**src/common/etx_settings.svh**
```systemverilog
`ifndef ETX_SETTINGS_SVH
`define ETX_SETTINGS_SVH

// ################################################
// Transmit link build settings
// ################################################

// Entries in each fabric queue
`define ETX_FIFO_DEPTH 4

// Flops on each remote pushback line
// Must be two or more
`define ETX_SYNC_STAGES 2

`endif
```
**src/common/etx_pkg.sv**
```systemverilog
package etx_pkg;

   // ################################################
   // Link transaction
   // ################################################

   // Full 104-bit mesh transaction, high field first
   typedef struct packed {
      logic [3:0]  ctrlmode;
      logic [31:0] dstaddr;
      logic [1:0]  datamode;
      logic        write;
      logic        access;
      logic [31:0] data;
      logic [31:0] srcaddr;
   } emesh_packet_t;

   // Read request as queued
   // No data and no write bit, widened later by the arbiter
   typedef struct packed {
      logic [3:0]  ctrlmode;
      logic [31:0] dstaddr;
      logic [1:0]  datamode;
      logic [31:0] srcaddr;
   } etx_rdreq_t;

   // ################################################
   // Serializer helpers
   // ################################################

   // One beat on the link, stands for two DDR bytes
   typedef logic [15:0] etx_beat_t;

   // Staging word, four beats wide
   typedef logic [63:0] etx_stage_t;

   // Transmit sequencer states
   typedef enum logic [2:0] {
      IDLE   = 3'd0,
      CYCLE1 = 3'd1,
      CYCLE2 = 3'd2,
      CYCLE3 = 3'd3,
      CYCLE4 = 3'd4,
      CYCLE5 = 3'd5,
      CYCLE6 = 3'd6,
      CYCLE7 = 3'd7
   } etx_state_t;

endpackage

```
**src/hw/elink_tx.sv**
```systemverilog
`timescale 1ns/1ps

module elink_tx (
   input  logic                   tx_lclk,
   input  logic                   reset,
   input  logic                   txwr_access,
   input  etx_pkg::emesh_packet_t txwr_packet,
   output logic                   txwr_wait,
   input  logic                   txrd_access,
   input  etx_pkg::etx_rdreq_t    txrd_packet,
   output logic                   txrd_wait,
   input  logic                   txi_wr_wait,
   input  logic                   txi_rd_wait,
   output logic                   txo_frame,
   output etx_pkg::etx_beat_t     txo_data
);

   import etx_pkg::*;

   logic          wr_valid;
   emesh_packet_t wr_head;
   logic          wr_take;
   logic          rd_valid;
   etx_rdreq_t    rd_head;
   logic          rd_take;
   logic          io_access;
   emesh_packet_t io_packet;
   logic          io_wait;

   // ################################################
   // Fabric queues
   // ################################################

   etx_fifo #(.T(emesh_packet_t)) wr_fifo (
      .tx_lclk   (tx_lclk),
      .reset     (reset),
      .in_access (txwr_access),
      .in_entry  (txwr_packet),
      .in_wait   (txwr_wait),
      .out_valid (wr_valid),
      .out_entry (wr_head),
      .out_take  (wr_take)
   );

   // Read requests kept narrow
   etx_fifo #(.T(etx_rdreq_t)) rd_fifo (
      .tx_lclk   (tx_lclk),
      .reset     (reset),
      .in_access (txrd_access),
      .in_entry  (txrd_packet),
      .in_wait   (txrd_wait),
      .out_valid (rd_valid),
      .out_entry (rd_head),
      .out_take  (rd_take)
   );

   // ################################################
   // Arbiter and serializer
   // ################################################

   etx_arbiter arbiter_i (
      .tx_lclk     (tx_lclk),
      .reset       (reset),
      .wr_valid    (wr_valid),
      .wr_entry    (wr_head),
      .wr_take     (wr_take),
      .rd_valid    (rd_valid),
      .rd_entry    (rd_head),
      .rd_take     (rd_take),
      .txi_wr_wait (txi_wr_wait),
      .txi_rd_wait (txi_rd_wait),
      .io_access   (io_access),
      .io_packet   (io_packet),
      .io_wait     (io_wait)
   );

   etx_io io_i (
      .tx_lclk   (tx_lclk),
      .reset     (reset),
      .io_access (io_access),
      .io_packet (io_packet),
      .io_wait   (io_wait),
      .txo_frame (txo_frame),
      .txo_data  (txo_data)
   );

endmodule

```
**src/hw/etx/etx_io.sv**
```systemverilog
`timescale 1ns/1ps

module etx_io (
   input  logic                   tx_lclk,
   input  logic                   reset,
   input  logic                   io_access,
   input  etx_pkg::emesh_packet_t io_packet,
   output logic                   io_wait,
   output logic                   txo_frame,
   output etx_pkg::etx_beat_t     txo_data
);

   import etx_pkg::*;

   etx_state_t    state;
   etx_state_t    state_reg;
   emesh_packet_t packet_reg;
   etx_stage_t    stage;
   logic          accept;

   // Busy for the whole frame, free only in IDLE
   assign io_wait = (state != IDLE);
   assign accept  = io_access & ~io_wait;

   // ################################################
   // Transmit sequencer
   // ################################################

   always_ff @(posedge tx_lclk)
   begin
      if (reset)
         state <= IDLE;
      else
      begin
         case (state)
            IDLE:   state <= accept ? CYCLE1 : IDLE;
            CYCLE1: state <= CYCLE2;
            CYCLE2: state <= CYCLE3;
            CYCLE3: state <= CYCLE4;
            CYCLE4: state <= CYCLE5;
            CYCLE5: state <= CYCLE6;
            CYCLE6: state <= CYCLE7;
            CYCLE7: state <= IDLE;
         endcase
      end
   end

   // ################################################
   // Packet and staging registers
   // ################################################

   always_ff @(posedge tx_lclk)
   begin
      if (accept)
         packet_reg <= io_packet;
   end

   // Header word first, payload word swapped in at CYCLE4
   // Upper beat of the header word is unused
   always_ff @(posedge tx_lclk)
   begin
      if (state == CYCLE1)
         stage <= {16'b0,
                   ~packet_reg.write, 7'b0, packet_reg.ctrlmode,
                   packet_reg.dstaddr, packet_reg.datamode,
                   packet_reg.write, packet_reg.access};
      else if (state == CYCLE4)
         stage <= {packet_reg.data, packet_reg.srcaddr};
   end

   // ################################################
   // Beat select and frame
   // ################################################

   // Delayed state lines up with the staging word
   always_ff @(posedge tx_lclk)
   begin
      if (reset)
      begin
         state_reg <= IDLE;
         txo_frame <= 1'b0;
         txo_data  <= '0;
      end
      else
      begin
         state_reg <= state;
         txo_frame <= (state_reg != IDLE);
         case (state_reg)
            CYCLE1,
            CYCLE5:  txo_data <= stage[47:32];
            CYCLE2,
            CYCLE6:  txo_data <= stage[31:16];
            CYCLE3,
            CYCLE7:  txo_data <= stage[15:0];
            CYCLE4:  txo_data <= stage[63:48];
            // Quiet bus outside a frame
            default: txo_data <= '0;
         endcase
      end
   end

endmodule

```
**src/hw/etx/etx_arbiter.sv**
```systemverilog
`timescale 1ns/1ps
`include "etx_settings.svh"

module etx_arbiter (
   input  logic                   tx_lclk,
   input  logic                   reset,
   input  logic                   wr_valid,
   input  etx_pkg::emesh_packet_t wr_entry,
   output logic                   wr_take,
   input  logic                   rd_valid,
   input  etx_pkg::etx_rdreq_t    rd_entry,
   output logic                   rd_take,
   input  logic                   txi_wr_wait,
   input  logic                   txi_rd_wait,
   output logic                   io_access,
   output etx_pkg::emesh_packet_t io_packet,
   input  logic                   io_wait
);

   import etx_pkg::*;

   localparam int SYNC_STAGES = `ETX_SYNC_STAGES;

   logic [SYNC_STAGES-1:0] wr_wait_sync;
   logic [SYNC_STAGES-1:0] rd_wait_sync;
   logic                   wr_ready;
   logic                   rd_ready;
   logic                   accept;
   logic                   load;
   logic                   sel_rd;
   emesh_packet_t          wr_packet;

   // Read request to full packet
   function automatic emesh_packet_t widen_rdreq(input etx_rdreq_t req);
      emesh_packet_t pkt;
      pkt.ctrlmode = req.ctrlmode;
      pkt.dstaddr  = req.dstaddr;
      pkt.datamode = req.datamode;
      pkt.write    = 1'b0;
      pkt.access   = 1'b1;
      pkt.data     = '0;
      pkt.srcaddr  = req.srcaddr;
      return pkt;
   endfunction

   // ################################################
   // Remote pushback synchronizers
   // ################################################

   always_ff @(posedge tx_lclk)
   begin
      if (reset)
      begin
         wr_wait_sync <= '0;
         rd_wait_sync <= '0;
      end
      else
      begin
         wr_wait_sync <= {wr_wait_sync[SYNC_STAGES-2:0], txi_wr_wait};
         rd_wait_sync <= {rd_wait_sync[SYNC_STAGES-2:0], txi_rd_wait};
      end
   end

   // ################################################
   // Channel choice
   // ################################################

   // A blocked channel is never picked, the other one still is
   assign wr_ready = wr_valid & ~wr_wait_sync[SYNC_STAGES-1];
   assign rd_ready = rd_valid & ~rd_wait_sync[SYNC_STAGES-1];

   assign accept = io_access & ~io_wait;
   assign load   = ~io_access;

   // Writes go out as queued but always marked valid
   always_comb
   begin
      wr_packet        = wr_entry;
      wr_packet.access = 1'b1;
   end

   // Offer is dropped for one cycle after acceptance
   // so the popped queue head has settled before the next pick
   always_ff @(posedge tx_lclk)
   begin
      if (reset)
      begin
         io_access <= 1'b0;
         sel_rd    <= 1'b0;
      end
      else if (accept)
         io_access <= 1'b0;
      else if (load)
      begin
         io_access <= rd_ready | wr_ready;
         // Reads win a tie
         sel_rd    <= rd_ready;
      end
   end

   always_ff @(posedge tx_lclk)
   begin
      if (load)
         io_packet <= rd_ready ? widen_rdreq(rd_entry) : wr_packet;
   end

   // Pop the chosen queue as the serializer takes the packet
   assign wr_take = accept & ~sel_rd;
   assign rd_take = accept & sel_rd;

endmodule

```
**src/hw/etx/etx_fifo.sv**
```systemverilog
`timescale 1ns/1ps
`include "etx_settings.svh"

module etx_fifo #(
   parameter type T     = logic,
   parameter int  DEPTH = `ETX_FIFO_DEPTH
) (
   input  logic tx_lclk,
   input  logic reset,
   input  logic in_access,
   input  T     in_entry,
   output logic in_wait,
   output logic out_valid,
   output T     out_entry,
   input  logic out_take
);

   localparam int AW = (DEPTH > 1) ? $clog2(DEPTH) : 1;
   localparam int CW = $clog2(DEPTH + 1);

   T              mem [DEPTH];
   logic [AW-1:0] wr_ptr;
   logic [AW-1:0] rd_ptr;
   logic [CW-1:0] count;
   logic          full;
   logic          push;
   logic          pop;

   // Pointer step with wrap for any depth
   function automatic logic [AW-1:0] next_ptr(input logic [AW-1:0] ptr);
      if (ptr == AW'(DEPTH - 1))
         return '0;
      else
         return ptr + AW'(1);
   endfunction

   assign full      = (count == CW'(DEPTH));
   assign push      = in_access & ~full;
   assign pop       = out_valid & out_take;
   assign in_wait   = full;
   assign out_valid = (count != '0);
   assign out_entry = mem[rd_ptr];

   // Storage
   always_ff @(posedge tx_lclk)
   begin
      if (push)
         mem[wr_ptr] <= in_entry;
   end

   // Pointers and occupancy
   always_ff @(posedge tx_lclk)
   begin
      if (reset)
      begin
         wr_ptr <= '0;
         rd_ptr <= '0;
         count  <= '0;
      end
      else
      begin
         if (push)
            wr_ptr <= next_ptr(wr_ptr);
         if (pop)
            rd_ptr <= next_ptr(rd_ptr);
         case ({push, pop})
            2'b10:   count <= count + CW'(1);
            2'b01:   count <= count - CW'(1);
            default: count <= count;
         endcase
      end
   end

endmodule

```
**config.mk**
```make
export PLATFORM = sky130hd
export DESIGN_NAME = elink_tx
export DESIGN_NICKNAME = d
export VERILOG_FILES = /design/src/common/etx_pkg.sv /design/src/hw/elink_tx.sv /design/src/hw/etx/etx_io.sv /design/src/hw/etx/etx_arbiter.sv /design/src/hw/etx/etx_fifo.sv
export VERILOG_INCLUDE_DIRS = /design/src /design/src/common
export SDC_FILE = /design/constraint.sdc
export NUM_CORES = 1
export LEC_CHECK = 0
export BUFFER_PORTS_ARGS = -buffer_cell sky130_fd_sc_hd__buf_2
export CORE_MARGIN = 1.5
export CORE_UTILIZATION = 48
export DETAILED_ROUTE_END_ITERATION = 8
export PLACE_DENSITY = 0.67
export SLEW_MARGIN = 20
export SYNTH_ARGS = -nofsm -noshare
export SYNTH_HDL_FRONTEND = slang
export SYNTH_SLANG_ARGS = --single-unit
```
**constraint.sdc**
```tcl
create_clock -name tx_lclk -period 4.8 [get_ports tx_lclk]
set_clock_uncertainty 0.05 [all_clocks]
set_input_delay 0.24 -clock tx_lclk [delete_from_list [all_inputs] [get_ports tx_lclk]]
set_output_delay 0.24 -clock tx_lclk [all_outputs]
set_load 0.005 [all_outputs]
```
# ---- Word level (Yosys, flattened, before mapping)
# Memory sizes are Yosys's and may differ from the RTL's. A register that Yosys moved wholly into a read port is not among the register bits.
# Cells that the tools add are included.
dict set report word_totals {
  regBits 315
  ram_bits 696
  input_bits 180
  output_inout_bits 19
  elab_cells 117
  mem_count 2
}
# memory words word_bits rd rd_ports_with_merged_regs write_ports line_no
set mem_list {}
lappend mem_list {wr_fifo.mem 4 104 1 1 1 etx_fifo.sv:21} ;# T mem [DEPTH];
lappend mem_list {rd_fifo.mem 4 70 1 1 1 etx_fifo.sv:21}
dict set report op_classes {
  addsub 8
  n_eq_ne 24
  muxes 21
  n_bitwise 19
  n_reduce_logical 13
}
# operator count
set ops {}
lappend ops {{two-way mux 104 bit} 1}
lappend ops {{two-way mux 48 bit} 2}
lappend ops {{case mux 16 bit (4 select lines)} 1}
lappend ops {{== test 3 bit, second input constant} 10}
lappend ops {{case mux 3 bit (8 select lines)} 1}
lappend ops {{two-way mux 2 bit} 8}
lappend ops {{== test 2 bit, second input constant} 6}
lappend ops {{== test 3 x 2 -> 1 bit, second input constant} 4}
lappend ops {{case mux 3 bit (2 select lines)} 2}
lappend ops {{nonzero test 3 bit} 4}
lappend ops {{AND 1 bit} 9}
lappend ops {{NOT 1 bit} 9}
lappend ops {{adder 2 x 1 -> 2 bit, second input constant} 4}
lappend ops {{OR reduction 2 bit} 4}
lappend ops {{adder 3 x 1 -> 3 bit, second input constant} 2}
lappend ops {{== test 3 x 1 -> 1 bit, second input constant} 2}
lappend ops {{two-way mux 1 bit} 6}
lappend ops {{nonzero test 2 bit} 3}
lappend ops {{subtractor 3 x 1 -> 3 bit, second input constant} 2}
lappend ops {{== test 2 x 1 -> 1 bit, second input constant} 2}
lappend ops {{logical NOT 3 bit} 1}
lappend ops {{AND reduction 2 bit} 1}
lappend ops {{bitwise OR 1 bit} 1}

# ---- Longest topological paths before layout
dict set report depth {
  ltp_word 7
  ltp_mapped 10
  mapped_depth_nobuf 10
}

# ---- Hierarchy
# Synthesis repeated with hierarchy kept, for this count alone.
dict set report hier_totals {
  cells_unflattened 1663
  area_unflattened_um2 37139.4
}
# module n_inst cells_each area_per_inst_um2 seq_area_each_um2
set by_module_without_submodules {}
lappend by_module_without_submodules {{etx_fifo at wr_fifo} 1 598 15488.6 12672.2}
lappend by_module_without_submodules {{etx_fifo at rd_fifo} 1 420 10572.6 8588.2}
lappend by_module_without_submodules {etx_io 1 405 6581.3 5275.1}
lappend by_module_without_submodules {etx_arbiter 1 240 4496.8 3213.1}

# ---- Least setup slack after synthesis
# No wires, ideal clock.
dict set report synth_path {
  path_kind {register -> register}
  start {register wr_fifo.count[2]}
  end {memory wr_fifo.mem[0][0] (netlist bit) (enable)}
  setup_ns 0.474
  t_arrival_ns 2.965
  required_time_ns 4.276
  slack_ns 1.310
  path_stages_with_launch 3
  path_buffers 0
  synth_period_minus_slack_ns 3.490
  path_cell_list {dfxtp_1 -> or3b_2 -> and3_1}
}
dict set report synth_between {
  elab_chain_cells 5
}
# item line_no
set synth_rtl {}
lappend synth_rtl {{start: declaration} etx_fifo.sv:24} ;# logic [CW-1:0] count;
lappend synth_rtl {{start signal: assignment} etx_fifo.sv:67} ;# 2'b10: count <= count + CW'(1);
lappend synth_rtl {{start signal: assignment} etx_fifo.sv:68} ;# 2'b01: count <= count - CW'(1);
lappend synth_rtl {{start signal: assignment} etx_fifo.sv:69} ;# default: count <= count;
lappend synth_rtl {{== test 3 bit} etx_fifo.sv:37} ;# assign full = (count == CW'(DEPTH));
lappend synth_rtl {{NOT 1 bit} etx_fifo.sv:38} ;# assign push = in_access & ~full;
lappend synth_rtl {{AND 1 bit} etx_fifo.sv:38}
lappend synth_rtl {{two-way mux 1 bit} etx_fifo.sv:47} ;# if (push)
lappend synth_rtl {{two-way mux 1 bit (not written as such)} etx_fifo.sv:48} ;# mem[wr_ptr] <= in_entry;
lappend synth_rtl {{end: declaration} etx_fifo.sv:21}
# Every way passes these cells.

# ---- Final worst setup path
dict set report layout_path {
  start {register io_i.state[0]}
  end {register wr_fifo.count[2]}
}
dict set report layout_between {
  elab_chain_cells 7
  elab_cells_between_ends 9
  classes_between {2 x eq/ne; 1 x mux; 4 x bitwise; 2 x reduce/logical}
}
# item line_no
set layout_rtl {}
lappend layout_rtl {{start: declaration} etx_io.sv:15} ;# etx_state_t state;
lappend layout_rtl {{start signal: assignment} etx_io.sv:36} ;# IDLE: state <= accept ? CYCLE1 : IDLE;
lappend layout_rtl {{nonzero test 3 bit *} etx_io.sv:22} ;# assign io_wait = (state != IDLE);
lappend layout_rtl {{NOT 1 bit *} etx_arbiter.sv:72} ;# assign accept = io_access & ~io_wait;
lappend layout_rtl {{AND 1 bit *} etx_arbiter.sv:72}
lappend layout_rtl {{AND 1 bit *} etx_arbiter.sv:108} ;# assign wr_take = accept & ~sel_rd;
lappend layout_rtl {{AND 1 bit *} etx_fifo.sv:39} ;# assign pop = out_valid & out_take;
lappend layout_rtl {{== test 2 x 1 -> 1 bit or == test 2 bit (tied branches)} etx_fifo.sv:66} ;# case ({push, pop})
lappend layout_rtl {{case mux 3 bit (2 select lines) or nonzero test 2 bit (tied branches)} n/a}
# Every way passes the cells marked *; elsewhere a longest branch is shown, timed or not.
# A chain may end at the register's enable or synchronous reset.

==> qor.csv <==
stage,metric,value,unit
outcome,outcome,"complete, no violations",
sta,whs,0.2890,ns
grt,grt_max_degree,104,
critical_path,crit_path_start,io_i.state[0]$_SDFF_PP0_,
clock_network,root_buffer,clkbuf_16,
floorplan,die_w,279.3,µm
grt,grt_pass1_vias,18140,
routing,wl_per_cell,25.01,µm
critical_path,crit-reg2reg-launch,io_i.state[0]$_SDFF_PP0_,
sta,tightest_slew,1.062,ns
synthesis,synthArstFlopShare,0,%
final_layout,fill_cells,5416,
routing,drc_errors,0,
synthesis,synth_cell_types,37,
pwr,max-vdd-ir-drop,0.3196,mV
routing,ant_nets,0,
grt,grt_antenna_before_repair,7,
synthesis,synth_edf_count,939,
synthesis,ys_ff_latch,1009,
synthesis,syn_area,36640,µm²
floorplan,initial_core_util,48.41,%
final_layout,fin_nets,2228,
clock_network,insertion_delay,0.65,ns
synthesis,synthCells,1598,
clock_network,numCtsBuffers,100,
synthesis,yosysWarnings,0,
sta,slew_headroom,28.91,%
critical_path,worstPathMaxFanout,5,
sta,period_share,60.77,%
worst_hold_path,holdCritPathClass,in2reg,
sta,setup_violations,0,
synthesis,synth_nets,1796,
placement,gp_congestion,0.7992,
final_layout,largest_reg_flops,412,
routing,wirelength,77320,µm
final_layout,top_regs,"wr_fifo.mem: 412 flops, rd_fifo.mem: 280 flops",
floorplan,placementRows,101,
synthesis,syn_avg_cell_area,22.93,µm²
routing,via_count,17180,
final_layout,top_register,wr_fifo.mem,
clock_network,cts_resized,0,
sta,max_freq,342.8,MHz
sta,hold_viol,0,
clock_network,cts_buffer_depth,3,
placement,hpwlAfterDp,44980,µm
pwr,p_leak,14.57,nW
floorplan,core,75700,µm²
grt,grt_usage,20.11,%
floorplan,die_area,78000,µm²
clock_network,cts_tree,built,
pwr,power.density,519.8,nW/µm²
routing,drt_iter0_drc,1341,
critical_path,end_kind,flop,
critical_path,start_kind,flop,
clock_network,cts_sinks,1009,
synthesis,yosysSeqAreaShare,80.78,%
critical_path,crit_arrival,3.45,ns
clock_network,htreeDepth,3,
placement,io_buffers,197,
clock_network,path_clk_slew,0.06,ns
sta,rsz0062_at_grt,false,
routing,first_pass_iters,5,
final_layout,drive_gt1_share,30.86,%
sta,drv_slew,0,
floorplan,io_pins,199,
worst_hold_path,hp-start,txwr_packet[45],
synthesis,yosys_most_used_dff,edfxtp_1,
sta,fin_crit,2.917,ns
grt,grt_pass1_wl,115400,µm
critical_path,worstSetupPathType,reg2reg,
flow_run,max_cap_viol_count,0,
grt,overflow,0,
final_layout,area_growth,19.68,%
floorplan,die_h,279.3,µm
critical_path,required,5.33,ns
routing,vias_per_cell,5.556,
sta,tns,0,ns
## cell usage after synthesis (7+ instances only)
cell type,instances,area share (%)
nor2_1,29,0.30
a22o_1,63,1.5
a21oi_1,10,0.14
mux2_2,88,2.7
nor3_1,7,0.096
nor2b_1,43,0.73
ha_1,16,0.55
clkbuf_1,32,0.33
a222oi_1,15,0.41
buf_2,22,0.30
mux4_2,173,11
inv_1,24,0.25
and3_1,8,0.14
edfxtp_1,939,77
dfxtp_1,70,3.8
buf_1,12,0.12
## report_power, final
part	internal (mW)	switching [mW]
Combinational	1.27	1.71
Clock	4.38	3.19
Sequential	11.6	0.635
## timing repair
action	in CTS	in global routing
setup buffers	0	0
hold endpoints to repair	706	0
hold buffers	180	0
endpoints found under the setup margin	0	0
## worst paths after layout
kind	depth (start not counted)	to	slack, ns
max	10	wr_fifo.count[2]$_SDFFE_PP0P_	1.88
min	2	wr_fifo.mem[0][45]$_DFFE_PP_	0.29
max reg2reg	10	wr_fifo.count[2]$_SDFFE_PP0P_	1.88
min reg2reg	0	io_i.packet_reg[98]$_DFFE_PP_	0.35
## final cells by class
cell class                 count  area [µm²]  share of cell area (%)
antenna                        1       2.502                0.005706
timing repair buffer         404        3078                   7.019
clock buffer                 130        2689                   6.132
clock inverter                55       498.0                   1.136
inverter                      24       95.09                  0.2168
tap                          978        1224                   2.790
multi-input combinational    491        6653                   15.17
sequential                  1009       29610                   67.53
## cells by family after synthesis
kind of cell,Yosys count,share of synthesized area (%)
AND/OR/NAND/NOR,106,1.584
adder cells (fa/ha/maj),18,0.6556
AO/OA/AOI/OAI,100,2.281
flip-flops,1009,80.78
multiplexers,263,13.39
XOR/XNOR,4,0.09560
buffers and inverters,98,1.212
## worst max-delay path: stages, from the launching register on
cell and delay [ns]:
dfxtp_1 0.34, inv_1 0.11, ha_1 0.20, nand3b_1 0.24, nor3_1 0.53, ha_1 0.30, inv_1 0.07, fa_1 0.39
xor2_1 0.17, or3_1 0.31, a21oi_1 0.14
## metal layers
layer | global-route usage, % | vias to the layer above | part of all wire [%]
met5 | 0 | - | 0.080
met4 | 6.006 | 10 | 2.3
met3 | 3.603 | 115 | 5.4
met2 | 32.92 | 540 | 50
met1 | 27.82 | 9006 | 42
li1 | - | 7507 | -
## per-stage QoR
step | setup slack (ns) | utilization [%] | instance area, µm² | std cells | power [mW]
after floorplan | 1.310 | - | 36640 | 1598 | 14.12
final | 1.883 | 57.93 | 43850 | 3092 | 22.79
after global routing | 1.638 | 57.93 | 43850 | 3092 | 23.62
after global placement | 2.047 | 51.33 | 38860 | 2726 | 15.20
after detailed placement | 1.924 | 51.33 | 38860 | 2726 | 15.32
after CTS | 1.915 | 57.92 | 43850 | 3091 | 23.00
## cell usage in the layout, fill, tap and decap left out, types with 3 or more instances in the layout
cell and n:
a21oi_1 10, a222oi_1 15, a22o_1 63, and3_4 8, buf_12 7, buf_2 197
buf_4 20, bufinv_16 8, clkbuf_1 26, clkbuf_16 103, clkinv_1 14, clkinv_2 23
clkinvlp_4 4, dfxtp_1 66, dfxtp_4 4, dlygate4sd3_1 180, edfxtp_1 939, ha_1 16
inv_1 22, inv_6 4, mux2_2 88, mux4_2 173, nand2_1 6, nor2_1 28
nor2b_1 41, nor3_1 7, o21ai_0 6, or3_1 3, xor2_1 4
No activity file was read; power rests on OpenSTA's default activity.
